`src/logic/afu_pkg.sv`:
```
`default_nettype none

package afu_pkg;

  //////////////////////////////////////////////////////////////////////
  // sizes
  //////////////////////////////////////////////////////////////////////

  localparam int NUM_SOURCES   = 4;   // restart, wed, write, read
  localparam int TAG_WIDTH     = 8;
  localparam int ADDRESS_WIDTH = 64;  // effective address
  localparam int SIZE_WIDTH    = 12;  // bytes
  localparam int CODE_WIDTH    = 13;

  //////////////////////////////////////////////////////////////////////
  // basic types
  //////////////////////////////////////////////////////////////////////

  // host command codes, subset used by this unit
  typedef enum logic [CODE_WIDTH-1:0] {
    INVALID    = 13'h0000,
    RESTART    = 13'h0001,  // context restart
    READ_CL_NA = 13'h0a00,  // read line, no allocate
    WRITE_NA   = 13'h0d00   // write, no allocate
  } command_code_t;

  typedef enum logic [2:0] {
    STRICT = 3'b000         // abort on any translation fault
  } abort_mode_t;

  typedef logic [TAG_WIDTH-1:0]     tag_t;
  typedef logic [ADDRESS_WIDTH-1:0] address_t;
  typedef logic [SIZE_WIDTH-1:0]    size_t;
  typedef logic [1:0]               request_source_t;

  localparam tag_t INVALID_TAG = '1;

  // source index, lower wins
  localparam request_source_t RESTART_SOURCE = 2'd0;
  localparam request_source_t WED_SOURCE     = 2'd1;
  localparam request_source_t WRITE_SOURCE   = 2'd2;
  localparam request_source_t READ_SOURCE    = 2'd3;

  //////////////////////////////////////////////////////////////////////
  // command structs
  //////////////////////////////////////////////////////////////////////

  typedef struct packed {
    logic          valid;
    command_code_t command;
    address_t      address;
    size_t         size;
  } command_buffer_line_t;

  typedef struct packed {
    logic          valid;
    command_code_t command;
    logic          command_parity;
    address_t      address;
    logic          address_parity;
    tag_t          tag;
    logic          tag_parity;
    size_t         size;
    abort_mode_t   abt;
    logic [15:0]   context_handle;  // dedicated mode, always zero
  } command_interface_output_t;

  // wed descriptor fetch and reads share the same bus command
  localparam command_code_t SOURCE_CODE [NUM_SOURCES] = '{
    RESTART_SOURCE: RESTART,
    WED_SOURCE:     READ_CL_NA,
    WRITE_SOURCE:   WRITE_NA,
    READ_SOURCE:    READ_CL_NA
  };

  // set when data holds an even count of ones, narrower fields zero extend
  function automatic logic odd_parity(input address_t data);
    return ~(^data);
  endfunction

endpackage

`default_nettype wire

```
`src/logic/cmd_line_if.sv`:
```
`timescale 1ns/1ps
`default_nettype none

// selected command line, one cycle wide, arbiter to command control
interface cmd_line_if ();
  import afu_pkg::*;

  command_buffer_line_t line;  // valid, code, address, size
  tag_t                 tag;   // tag claimed with this line

  modport arbiter (
    output line,
    output tag
  );

  modport control (
    input line,
    input tag
  );

endinterface

`default_nettype wire

```
`src/logic/tag_pool.sv`:
```
`timescale 1ns/1ps
`default_nettype none

module tag_pool #(
  parameter int NUM_TAGS = 16
) (
  input  logic          clock,
  input  logic          rstn,
  input  logic          claim,          // from arbiter, same edge as grant
  input  afu_pkg::tag_t claim_tag,
  input  logic          release_valid,  // host response
  input  afu_pkg::tag_t release_tag,
  output afu_pkg::tag_t free_tag,
  output logic          tag_available
);
  import afu_pkg::*;

  logic [NUM_TAGS-1:0] busy;       // one bit per outstanding tag
  logic [NUM_TAGS-1:0] busy_next;

  //////////////////////////////////////////////////////////////////////
  // lowest free tag
  //////////////////////////////////////////////////////////////////////

  always_comb begin
    free_tag = INVALID_TAG;  // nothing free
    // scan down so the lowest free index is the last one written
    for (int i = NUM_TAGS - 1; i >= 0; i--) begin
      if (!busy[i]) begin
        free_tag = tag_t'(i);
      end
    end
  end

  assign tag_available = ~&busy;

  //////////////////////////////////////////////////////////////////////
  // claim and release
  //////////////////////////////////////////////////////////////////////

  always_comb begin
    busy_next = busy;
    for (int i = 0; i < NUM_TAGS; i++) begin
      if (release_valid && (release_tag == tag_t'(i))) begin
        busy_next[i] = 1'b0;  // retired by host
      end
      if (claim && (claim_tag == tag_t'(i))) begin
        busy_next[i] = 1'b1;  // handed to a command
      end
    end
  end

  // both take effect in one cycle, never on the same tag
  always_ff @(posedge clock or negedge rstn) begin
    if (!rstn) begin
      busy <= '0;  // all tags free
    end
    else begin
      busy <= busy_next;
    end
  end

endmodule

`default_nettype wire

```
`src/logic/command_arbiter.sv`:
```
`timescale 1ns/1ps
`default_nettype none

module command_arbiter #(
  parameter int NUM_TAGS = 16
) (
  input  logic                            clock,
  input  logic                            rstn,
  input  logic                            enabled,
  input  logic [afu_pkg::NUM_SOURCES-1:0] request,
  input  afu_pkg::address_t               request_address [afu_pkg::NUM_SOURCES],
  input  afu_pkg::size_t                  request_size    [afu_pkg::NUM_SOURCES],
  input  afu_pkg::tag_t                   free_tag,
  input  logic                            tag_available,
  output logic [afu_pkg::NUM_SOURCES-1:0] grant,
  output logic                            claim,
  output afu_pkg::tag_t                   claim_tag,
  cmd_line_if.arbiter                     line
);
  import afu_pkg::*;

  logic [NUM_SOURCES-1:0] eligible;
  logic                   issue;
  request_source_t        sel;

  //////////////////////////////////////////////////////////////////////
  // selection
  //////////////////////////////////////////////////////////////////////

  // source granted last cycle still shows its request, skip it once
  assign eligible = request & ~grant;

  always_comb begin
    sel = RESTART_SOURCE;
    for (int i = NUM_SOURCES - 1; i >= 0; i--) begin
      if (eligible[i]) begin
        sel = request_source_t'(i);  // lowest index wins
      end
    end
  end

  assign issue = enabled && tag_available && (|eligible);

  // pool marks the tag busy on the same edge the grant registers
  assign claim     = issue;
  assign claim_tag = free_tag;

  //////////////////////////////////////////////////////////////////////
  // grant and line registers
  //////////////////////////////////////////////////////////////////////

  always_ff @(posedge clock or negedge rstn) begin
    if (!rstn) begin
      grant              <= '0;
      line.line.valid    <= 1'b0;
      line.line.command  <= INVALID;
      line.line.address  <= '0;
      line.line.size     <= '0;
      line.tag           <= INVALID_TAG;
    end
    else begin
      grant           <= issue ? (NUM_SOURCES'(1) << sel) : '0;  // one cycle pulse
      line.line.valid <= issue;
      if (issue) begin
        line.line.command <= SOURCE_CODE[sel];
        line.line.address <= request_address[sel];
        line.line.size    <= request_size[sel];
        line.tag          <= free_tag;  // tag free at the decision edge
      end
    end
  end

endmodule

`default_nettype wire

```
`src/logic/command_control.sv`:
```
`timescale 1ns/1ps
`default_nettype none

module command_control (
  input  logic                               clock,
  input  logic                               rstn,
  cmd_line_if.control                        line,
  output afu_pkg::command_interface_output_t command_out
);
  import afu_pkg::*;

  logic          valid_q;
  command_code_t command_q;
  address_t      address_q;
  tag_t          tag_q;
  size_t         size_q;

  //////////////////////////////////////////////////////////////////////
  // command register
  //////////////////////////////////////////////////////////////////////

  always_ff @(posedge clock or negedge rstn) begin
    if (!rstn) begin
      valid_q   <= 1'b0;
      command_q <= INVALID;
      address_q <= '0;
      tag_q     <= INVALID_TAG;
      size_q    <= '0;
    end
    else begin
      valid_q   <= line.line.valid;  // high for one cycle per grant
      command_q <= line.line.command;
      address_q <= line.line.address;
      tag_q     <= line.tag;
      size_q    <= line.line.size;
    end
  end

  //////////////////////////////////////////////////////////////////////
  // bus output and parity
  //////////////////////////////////////////////////////////////////////

  always_comb begin
    command_out.valid          = valid_q;
    command_out.command        = command_q;
    command_out.command_parity = odd_parity(address_t'(command_q));
    command_out.address        = address_q;
    command_out.address_parity = odd_parity(address_q);
    command_out.tag            = tag_q;
    command_out.tag_parity     = odd_parity(address_t'(tag_q));
    command_out.size           = size_q;
    command_out.abt            = STRICT;   // fixed abort mode
    command_out.context_handle = 16'h0000; // dedicated mode
  end

endmodule

`default_nettype wire

```
`src/logic/afu_command_top.sv`:
```
`timescale 1ns/1ps
`default_nettype none

module afu_command_top #(
  parameter int NUM_TAGS = 16  // 2 to 256
) (
  input  logic                               clock,
  input  logic                               rstn,
  input  logic                               enabled,
  input  logic [afu_pkg::NUM_SOURCES-1:0]    request,
  input  afu_pkg::address_t                  request_address [afu_pkg::NUM_SOURCES],
  input  afu_pkg::size_t                     request_size    [afu_pkg::NUM_SOURCES],
  output logic [afu_pkg::NUM_SOURCES-1:0]    grant,
  input  logic                               response_valid,  // done response
  input  afu_pkg::tag_t                      response_tag,
  output afu_pkg::command_interface_output_t command_out
);
  import afu_pkg::*;

  tag_t free_tag;
  logic tag_available;
  logic claim;
  tag_t claim_tag;

  cmd_line_if line_bus ();  // arbiter to control

  //////////////////////////////////////////////////////////////////////
  // tag pool
  //////////////////////////////////////////////////////////////////////

  tag_pool #(
    .NUM_TAGS (NUM_TAGS)
  ) tag_pool_inst (
    .clock         (clock),
    .rstn          (rstn),
    .claim         (claim),
    .claim_tag     (claim_tag),
    .release_valid (response_valid),  // host hands the tag back
    .release_tag   (response_tag),
    .free_tag      (free_tag),
    .tag_available (tag_available)
  );

  //////////////////////////////////////////////////////////////////////
  // arbiter and command stage
  //////////////////////////////////////////////////////////////////////

  command_arbiter #(
    .NUM_TAGS (NUM_TAGS)
  ) command_arbiter_inst (
    .clock           (clock),
    .rstn            (rstn),
    .enabled         (enabled),
    .request         (request),
    .request_address (request_address),
    .request_size    (request_size),
    .free_tag        (free_tag),
    .tag_available   (tag_available),
    .grant           (grant),
    .claim           (claim),
    .claim_tag       (claim_tag),
    .line            (line_bus.arbiter)
  );

  command_control command_control_inst (
    .clock       (clock),
    .rstn        (rstn),
    .line        (line_bus.control),
    .command_out (command_out)  // two cycles after the request edge
  );

endmodule

`default_nettype wire

```
`config.mk`:
```
export PLATFORM = sky130hd
export DESIGN_NAME = afu_command_top
export DESIGN_NICKNAME = d
export VERILOG_FILES = /design/src/logic/afu_pkg.sv /design/src/logic/cmd_line_if.sv /design/src/logic/tag_pool.sv /design/src/logic/command_arbiter.sv /design/src/logic/command_control.sv /design/src/logic/afu_command_top.sv
export SDC_FILE = /design/constraint.sdc
export NUM_CORES = 1
export LEC_CHECK = 0
export ABC_CLOCK_PERIOD_IN_PS = 2100
export CORE_AREA = 2 2 171 173
export CTS_BUF_LIST = sky130_fd_sc_hd__clkbuf_2
export CTS_CLUSTER_DIAMETER = 120
export DETAILED_ROUTE_END_ITERATION = 8
export DIE_AREA = 0 0 173 175
export DONT_BUFFER_PORTS = 1
export PLACE_DENSITY = 0.49
export SLEW_MARGIN = 0
export SYNTH_ARGS = -nofsm -noshare
export SYNTH_HDL_FRONTEND = slang
export SYNTH_SLANG_ARGS = --single-unit
export TNS_END_PERCENT = 20
```
`constraint.sdc`:
```
create_clock -name clock -period 2.1 [get_ports clock]
set_clock_uncertainty 0.05 [all_clocks]
set_input_delay 0.21 -clock clock [delete_from_list [all_inputs] [get_ports clock]]
set_output_delay 0.21 -clock clock [all_outputs]
set_load 0.05 [all_outputs]
```
==> results of run 1 <==
-- kinds of logic after synthesis --
group / Yosys count / synth area share, %
buf+inv: 99 / 6.14
simple gates: 156 / 7.99
xor+xnor: 68 / 6.31
mux: 84 / 8.94
compound gates: 245 / 19.5
other cells: 1 / 0.0398
flops: 192 / 51.1
-- metrics by stage --
stage / setup WS (ns) / util (%) / cell area, um2 / hold WS, ns / TNS [ns]
floorplan: -0.0103 / - / 9620 / -0.136 / -0.0103
global placement: -0.258 / 38.1 / 10800 / -0.124 / -1.29
detailed placement: -0.268 / 38.1 / 10800 / -0.125 / -2.62
==> run_results.csv, run 1 <==
group,metric,value,unit
cts,clkSinkCount,192,
cts,htree_levels,4,
outcome,status,"aborted with a tool error",
synthesis,synth_common_cells,"dfrtp_1 (182), nand2_1 (84), mux2i_1 (82), xnor2_1 (59), o21a_1 (44)",
cts,postCtsResizedCells,71,
outcome,first-error,"[ERROR RSZ-0060] Max buffer count reached.",
synthesis,avgSynthCellArea,11.2,um2
floorplanning,die_width,173,um
placed_design,dp_hpwl,22.1,mm
cts,postCtsHoldBufs,271,
synthesis,synth.most_common_cell,"dfrtp_1",
synthesis,synth.area.top_cells,"dfrtp_1 (48%), mux2i_1 (8.7%), xnor2_1 (5.5%), o221ai_1 (3.8%), o21a_1 (3.5%)",
synthesis,synth-async-reset-ratio,100,%
cts,post_cts_buffers,12,
synthesis,synth.yosys.seq_area_share,51.1,%
synthesis,synth.yosys.warnings,0,
synthesis,synth_top_cell_area_share,48.3,%
floorplanning,io_pins,444,
synthesis,yosysTopAreaCell,"dfrtp_1",
synthesis,ys_types,43,
floorplanning,rows,62,
floorplanning,initial_core_util,33.2,%
outcome,haltStage,"clock tree synthesis",
placed_design,dp_cells,1308,
synthesis,syn_area,0.00943,mm2
floorplanning,die_y,175,um
placed_design,place.gp.congestion,0.801,
cts,cts_buffer_depth,2,
cts,cts_root_buf,"clkbuf_2",
synthesis,synth_enable_flop_cells,0,
synthesis,yosys_register_bits,192,
placed_design,numPortBuffers,0,
cts,cts_buffers,17,
synthesis,ys.flop_type,"dfrtp_1",
synthesis,synth_cells,845,
==> inputs of run 2 (changes only) <==
CTS_BUF_LIST = unset   (was sky130_fd_sc_hd__clkbuf_2)
CTS_CLUSTER_DIAMETER = unset   (was 120)
PLACE_DENSITY = unset   (was 0.49)
PLACE_DENSITY_LB_ADDON = 0.15   (was unset)
==> run_results.csv, run 2 <==
group,metric,value,unit
outcome,status,"complete, but fails checks",
outcome,violations,"hold timing, setup timing",
power,clkPwrFrac,19.3,%
synthesis,synth_top_cell_area_share,48.3,%
placed_design,numPortBuffers,0,
sta,setup_viol_count_final,1,
critical_path,crit_arrival,2.28,ns
power,netSwitchingFraction,41.0,%
synthesis,synth-async-reset-ratio,100,%
sta,slew_headroom,62.6,%
critical_path,cp_common_cell,"xnor2_4",
synthesis,avgSynthCellArea,11.2,um2
power,powerDensity,1360,mW/mm2
power,pwr-share-comb,48.3,%
synthesis,synth.yosys.seq_area_share,51.1,%
layout,final_layout_size_suffix_gt1_share,32.2,%
global_routing,grtUsageTotal,19.2,%
drt,dr.pass1.iters,4,
synthesis,yosys_register_bits,192,
run,cap_violations,0,
global_routing,grt_overflow,0,
global_routing,antenna_found_initial,3,
drt,drcViolationCount,0,
global_routing,grt_pass1_wl,43.9,mm
layout,ff_latch_area,0.00490,mm2
critical_path,worst-setup-path-type,"flip-flop to output port",
critical_path,crit_buf_inv,2,
layout,mostFrequentLayoutCell,"buf_4",
drt,ant_nets,0,
sta,finalCriticalPeriod,2.54,ns
sta,drv_slew,0,
worst_hold_path,worstHoldPathType,"input port to async pin",
placed_design,dp_cells,1299,
floorplanning,initial_core_util,33.2,%
power,vdd_ir_drop_max,1380,uV
critical_path,slowest_stage,"dfrtp_2",
cts,clk_latency,0.43,ns
sta,fin_tns_setup,-0.440,ns
power,p_seq_share,32.4,%
synthesis,ys.flop_type,"dfrtp_1",
layout,multiInputGateArea,0.00450,mm2
synthesis,synth_enable_flop_cells,0,
drt,detail_route.wl_per_cell,22.6,um
synthesis,synth.area.top_cells,"dfrtp_1 (48%), mux2i_1 (8.7%), xnor2_1 (5.5%), o221ai_1 (3.8%), o21a_1 (3.5%)",
critical_path,startpoint_type,"flip-flop",
synthesis,yosysTopAreaCell,"dfrtp_1",
critical_path,crit_path_max_incr_delay,0.42,ns
cts,cts_buffers,17,
drt,first_iter_violations,461,
critical_path,end_kind,"output port",
floorplanning,rows,62,
layout,most-common-layout-cells,"buf_4 (125), dfrtp_1 (114), nand2_1 (83), mux2i_1 (76), dfrtp_2 (68)",
cts,cts_buffer_depth,2,
power,p_switching,0.00672,W
sta,tightestPinTransition,0.562,ns
sta,final_hold_viol_count,192,
floorplanning,io_pins,444,
critical_path,critical-path-top-delay-family,"XOR/XNOR gates",
layout,top_regs,"command_arbiter_inst.line.line: 81 flops, command_control_inst.address_q: 64 flops, tag_pool_inst.busy: 16 flops",
cts,clkSinkCount,192,
power,p_total,0.0164,W
global_routing,grt_pass1_vias,6995,
layout,syn_to_final_growth,27.5,%
drt,vias_per_cell,5.17,
layout,final_cells,1352,
layout,top_register,"command_arbiter_inst.line.line",
cts,cts_tree,"yes",
layout,largest_reg_flops,81,
placed_design,dp_hpwl,21.7,mm
critical_path,path_cells,"xor2_2 > xnor2_1 > buf_4 > xnor2_4 > xnor2_4 > xnor2_4 > xnor2_2 > buf_12",
global_routing,grt_max_degree,193,
sta,max_freq,394,MHz
synthesis,synth.most_common_cell,"dfrtp_1",
cts,cts_root_buf,"clkbuf_16",
sta,holdWs,-0.575,ns
critical_path,path_max_fanout,2,
cts,htree_levels,4,
layout,nNetsFinal,1273,
placed_design,place.gp.congestion,0.783,
cts,cts.reportedPaths.clkPinSlew,0.08,ns
synthesis,synth.yosys.warnings,0,
synthesis,synth_cells,845,
layout,fillers,2786,
cts,postCtsHoldBufs,5,
synthesis,ys_types,43,
critical_path,required,1.84,ns
synthesis,synth_common_cells,"dfrtp_1 (182), nand2_1 (84), mux2i_1 (82), xnor2_1 (59), o21a_1 (44)",
floorplanning,coreArea,0.0284,mm2
drt,drt-total-wl,30.6,mm
power,p_leak,5.03,nW
floorplanning,die_width,173,um
sta,finalCritPeriodShare,121,%
floorplanning,die-area,0.0303,mm2
drt,num_vias,6987,
power,p_int,0.00965,W
synthesis,syn_area,0.00943,mm2
sta,setup_ws,-0.440,ns
floorplanning,die_y,175,um
sta,rsz0062_at_grt,"true",
-- run 2: cell counts after synthesis --
No cell type changed its count.
-- run 2: area by class of cell --
class	instances	share of cell area, %
inverter	6	0.208
timing repair buffer	156	12.8
multi-input combinational	580	37.4
antenna	2	0.0416
tap	384	3.99
clock inverter	14	1.24
sequential	192	40.8
clock buffer	18	3.57
-- run 2: worst reg2reg max path, delay by kind of cell (launching register included) --
family | cells | cell delay, ns
compound gates | 3 | 0.52
buf+inv | 4 | 0.56
flops | 1 | 0.41
mux | 1 | 0.13
simple gates | 2 | 0.28
-- run 2: cell families (layout without fill, tap and decap cells) --
| group | count (synthesis) | after routing | share of synthesized area [%] |
|---|---|---|---|
| other | 1 | 29 | 0.0398 |
| multiplexers | 84 | 84 | 8.94 |
| AO/OA/AOI/OAI | 245 | 245 | 19.5 |
| buffers and inverters | 99 | 194 | 6.14 |
| AND/OR/NAND/NOR | 156 | 156 | 7.99 |
| flip-flops | 192 | 192 | 51.1 |
| XOR/XNOR | 68 | 68 | 6.31 |
-- run 2: routing by layer --
layer | vias up | share of wire [%] | global-route usage (%)
met2 | 291 | 50 | 32.5
met3 | 18 | 6.3 | 4.59
li1 | 3230 | - | -
met4 | 0 | 1.3 | 4.38
met5 | - | 0 | 0
met1 | 3448 | 43 | 25.0
-- run 2: worst paths after layout --
path / startpoint / end / slack (ns) / cells after the start
setup / recovery: command_control_inst.address_q[58] / command_out[40] / -0.44 / 8
hold / removal: rstn / command_arbiter_inst.line.line[3] / -0.58 / 0
setup reg to reg: command_arbiter_inst.grant[2] / command_arbiter_inst.line.line[44] / 0.05 / 10
hold reg to reg: command_arbiter_inst.line.line[89] / command_control_inst.valid_q / 0.30 / 0
max in group asynchronous: rstn / command_control_inst.address_q[27] / 2.11 / 0
min in group clock: response_tag[3] / tag_pool_inst.busy[13] / 0.03 / 3
-- run 2: per-stage QoR --
stage / setup slack [ns] / utilization [%] / instance area [um2]
floorplan: -0.0103 / - / 9620
global placement: -0.400 / 37.7 / 10700
detailed placement: -0.387 / 37.7 / 10700
CTS: -0.543 / 41.1 / 11700
global route: -0.555 / 42.4 / 12000
finish: -0.440 / 42.4 / 12000
-- run 2: power groups by stage --
stage / logic (W) / clock network (W) / registers (W)
after floorplan: 0.00325 / 0 / 0.00597
after global placement: 0.00717 / 0 / 0.00535
after detailed placement: 0.00719 / 0 / 0.00537
after CTS: 0.00756 / 0.00328 / 0.00531
after global routing: 0.00837 / 0.00345 / 0.00540
final: 0.00791 / 0.00316 / 0.00530
-- run 2: timing repair --
item                                   4_1_cts  5_1_grt
setup buffers                                3        1
resized for setup                           33       33
endpoints found under the hold margin      200      192
pin swaps                                    7        7
cloned                                       4        6
setup endpoints to repair                   59       76
Note: power is estimated with default switching activity, not from simulation.
==> inputs of run 3 (changes only) <==
CORE_AREA = 2 2 175 177   (was 2 2 171 173)
DIE_AREA = 0 0 177 179   (was 0 0 173 175)
RECOVER_POWER = 100   (was unset)
SYNTH_HIERARCHICAL = 1   (was unset)
==> run_results.csv, run 3 <==
group,metric,value,unit
outcome,status,"aborted with a tool error",
outcome,haltStage,"clock tree synthesis",
outcome,first-error,"[ERROR RSZ-0060] Max buffer count reached.",
synthesis,synth_top_cell_area_share,51.8,%
floorplanning,die_width,177,um
cts,htree_levels,1,
synthesis,synth.yosys.warnings,6,
placed_design,dp_cells,1289,
synthesis,synth_cells,808,
cts,postCtsHoldBufs,268,
cts,post_cts_buffers,1,
floorplanning,initial_core_util,30.8,%
synthesis,synth_xor_area_share,7.78,%
synthesis,yosys_register_bits,207,
cts,clkSinkCount,207,
synthesis,avgSynthCellArea,11.4,um2
synthesis,synth_mux_area_share,4.77,%
synthesis,synth.area.top_cells,"dfrtp_1 (52%), xnor2_1 (6.7%), a222oi_1 (4.8%), mux2i_1 (4.8%), dfstp_2 (4.6%)",
synthesis,yosys.area_share.simple,7.36,%
synthesis,yosysTopAreaCell,"dfrtp_1",
floorplanning,io_pins,444,
floorplanning,die_y,179,um
synthesis,synth.yosys.seq_area_share,56.3,%
synthesis,ys_types,42,
placed_design,dp_hpwl,22.9,mm
synthesis,synthAdderAreaFrac,0,%
cts,cts_buffers,25,
synthesis,synth_top_family_by_area,"compound AO/OA/AOI/OAI gates",
synthesis,ys.flop_type,"dfrtp_1",
synthesis,synth_enable_flop_cells,0,
placed_design,placed_area,0.0106,mm2
floorplanning,rows,64,
placed_design,numPortBuffers,0,
cts,postCtsResizedCells,15,
synthesis,synth_compound_area_share,16.9,%
synthesis,synth-async-reset-ratio,100,%
cts,cts_buffer_depth,3,
synthesis,synth.most_common_cell,"dfrtp_1",
synthesis,syn_area,0.00924,mm2
synthesis,synth_common_cells,"dfrtp_1 (191), xnor2_1 (71), nand2_1 (70), o21ai_1 (52), buf_4 (45)",
placed_design,place.gp.congestion,0.817,
placed_design,pre_cts_slack,-0.130,ns
cts,cts_root_buf,"clkbuf_16",
==> run 3: cell count changes after synthesis, moves of 30 or more <==
cell,delta
a21oi_1,+31
nor2b_1,-39
o41ai_1,+30
o22ai_1,+33
a21o_1,-34
a211oi_1,-36
a222oi_1,+44
o21a_1,-44
o221ai_1,-41
nor2_1,+39
a311oi_1,-35
mux2i_1,-38
o21ai_1,+52
==> run 3: through the flow <==
| step | hold WS [ns] | utilization (%) |
|---|---|---|
| floorplan | -0.136 | - |
| global placement | -0.127 | 35.3 |
| detailed placement | -0.127 | 35.3 |
==> run 3: cells by family after synthesis <==
logic type	after synthesis
AOI/OAI and AO/OA	229
xor gates and xnor gates	82
buffers and inverters	95
DFF	207
muxes	44
other	2
and+or+nand+nor	149
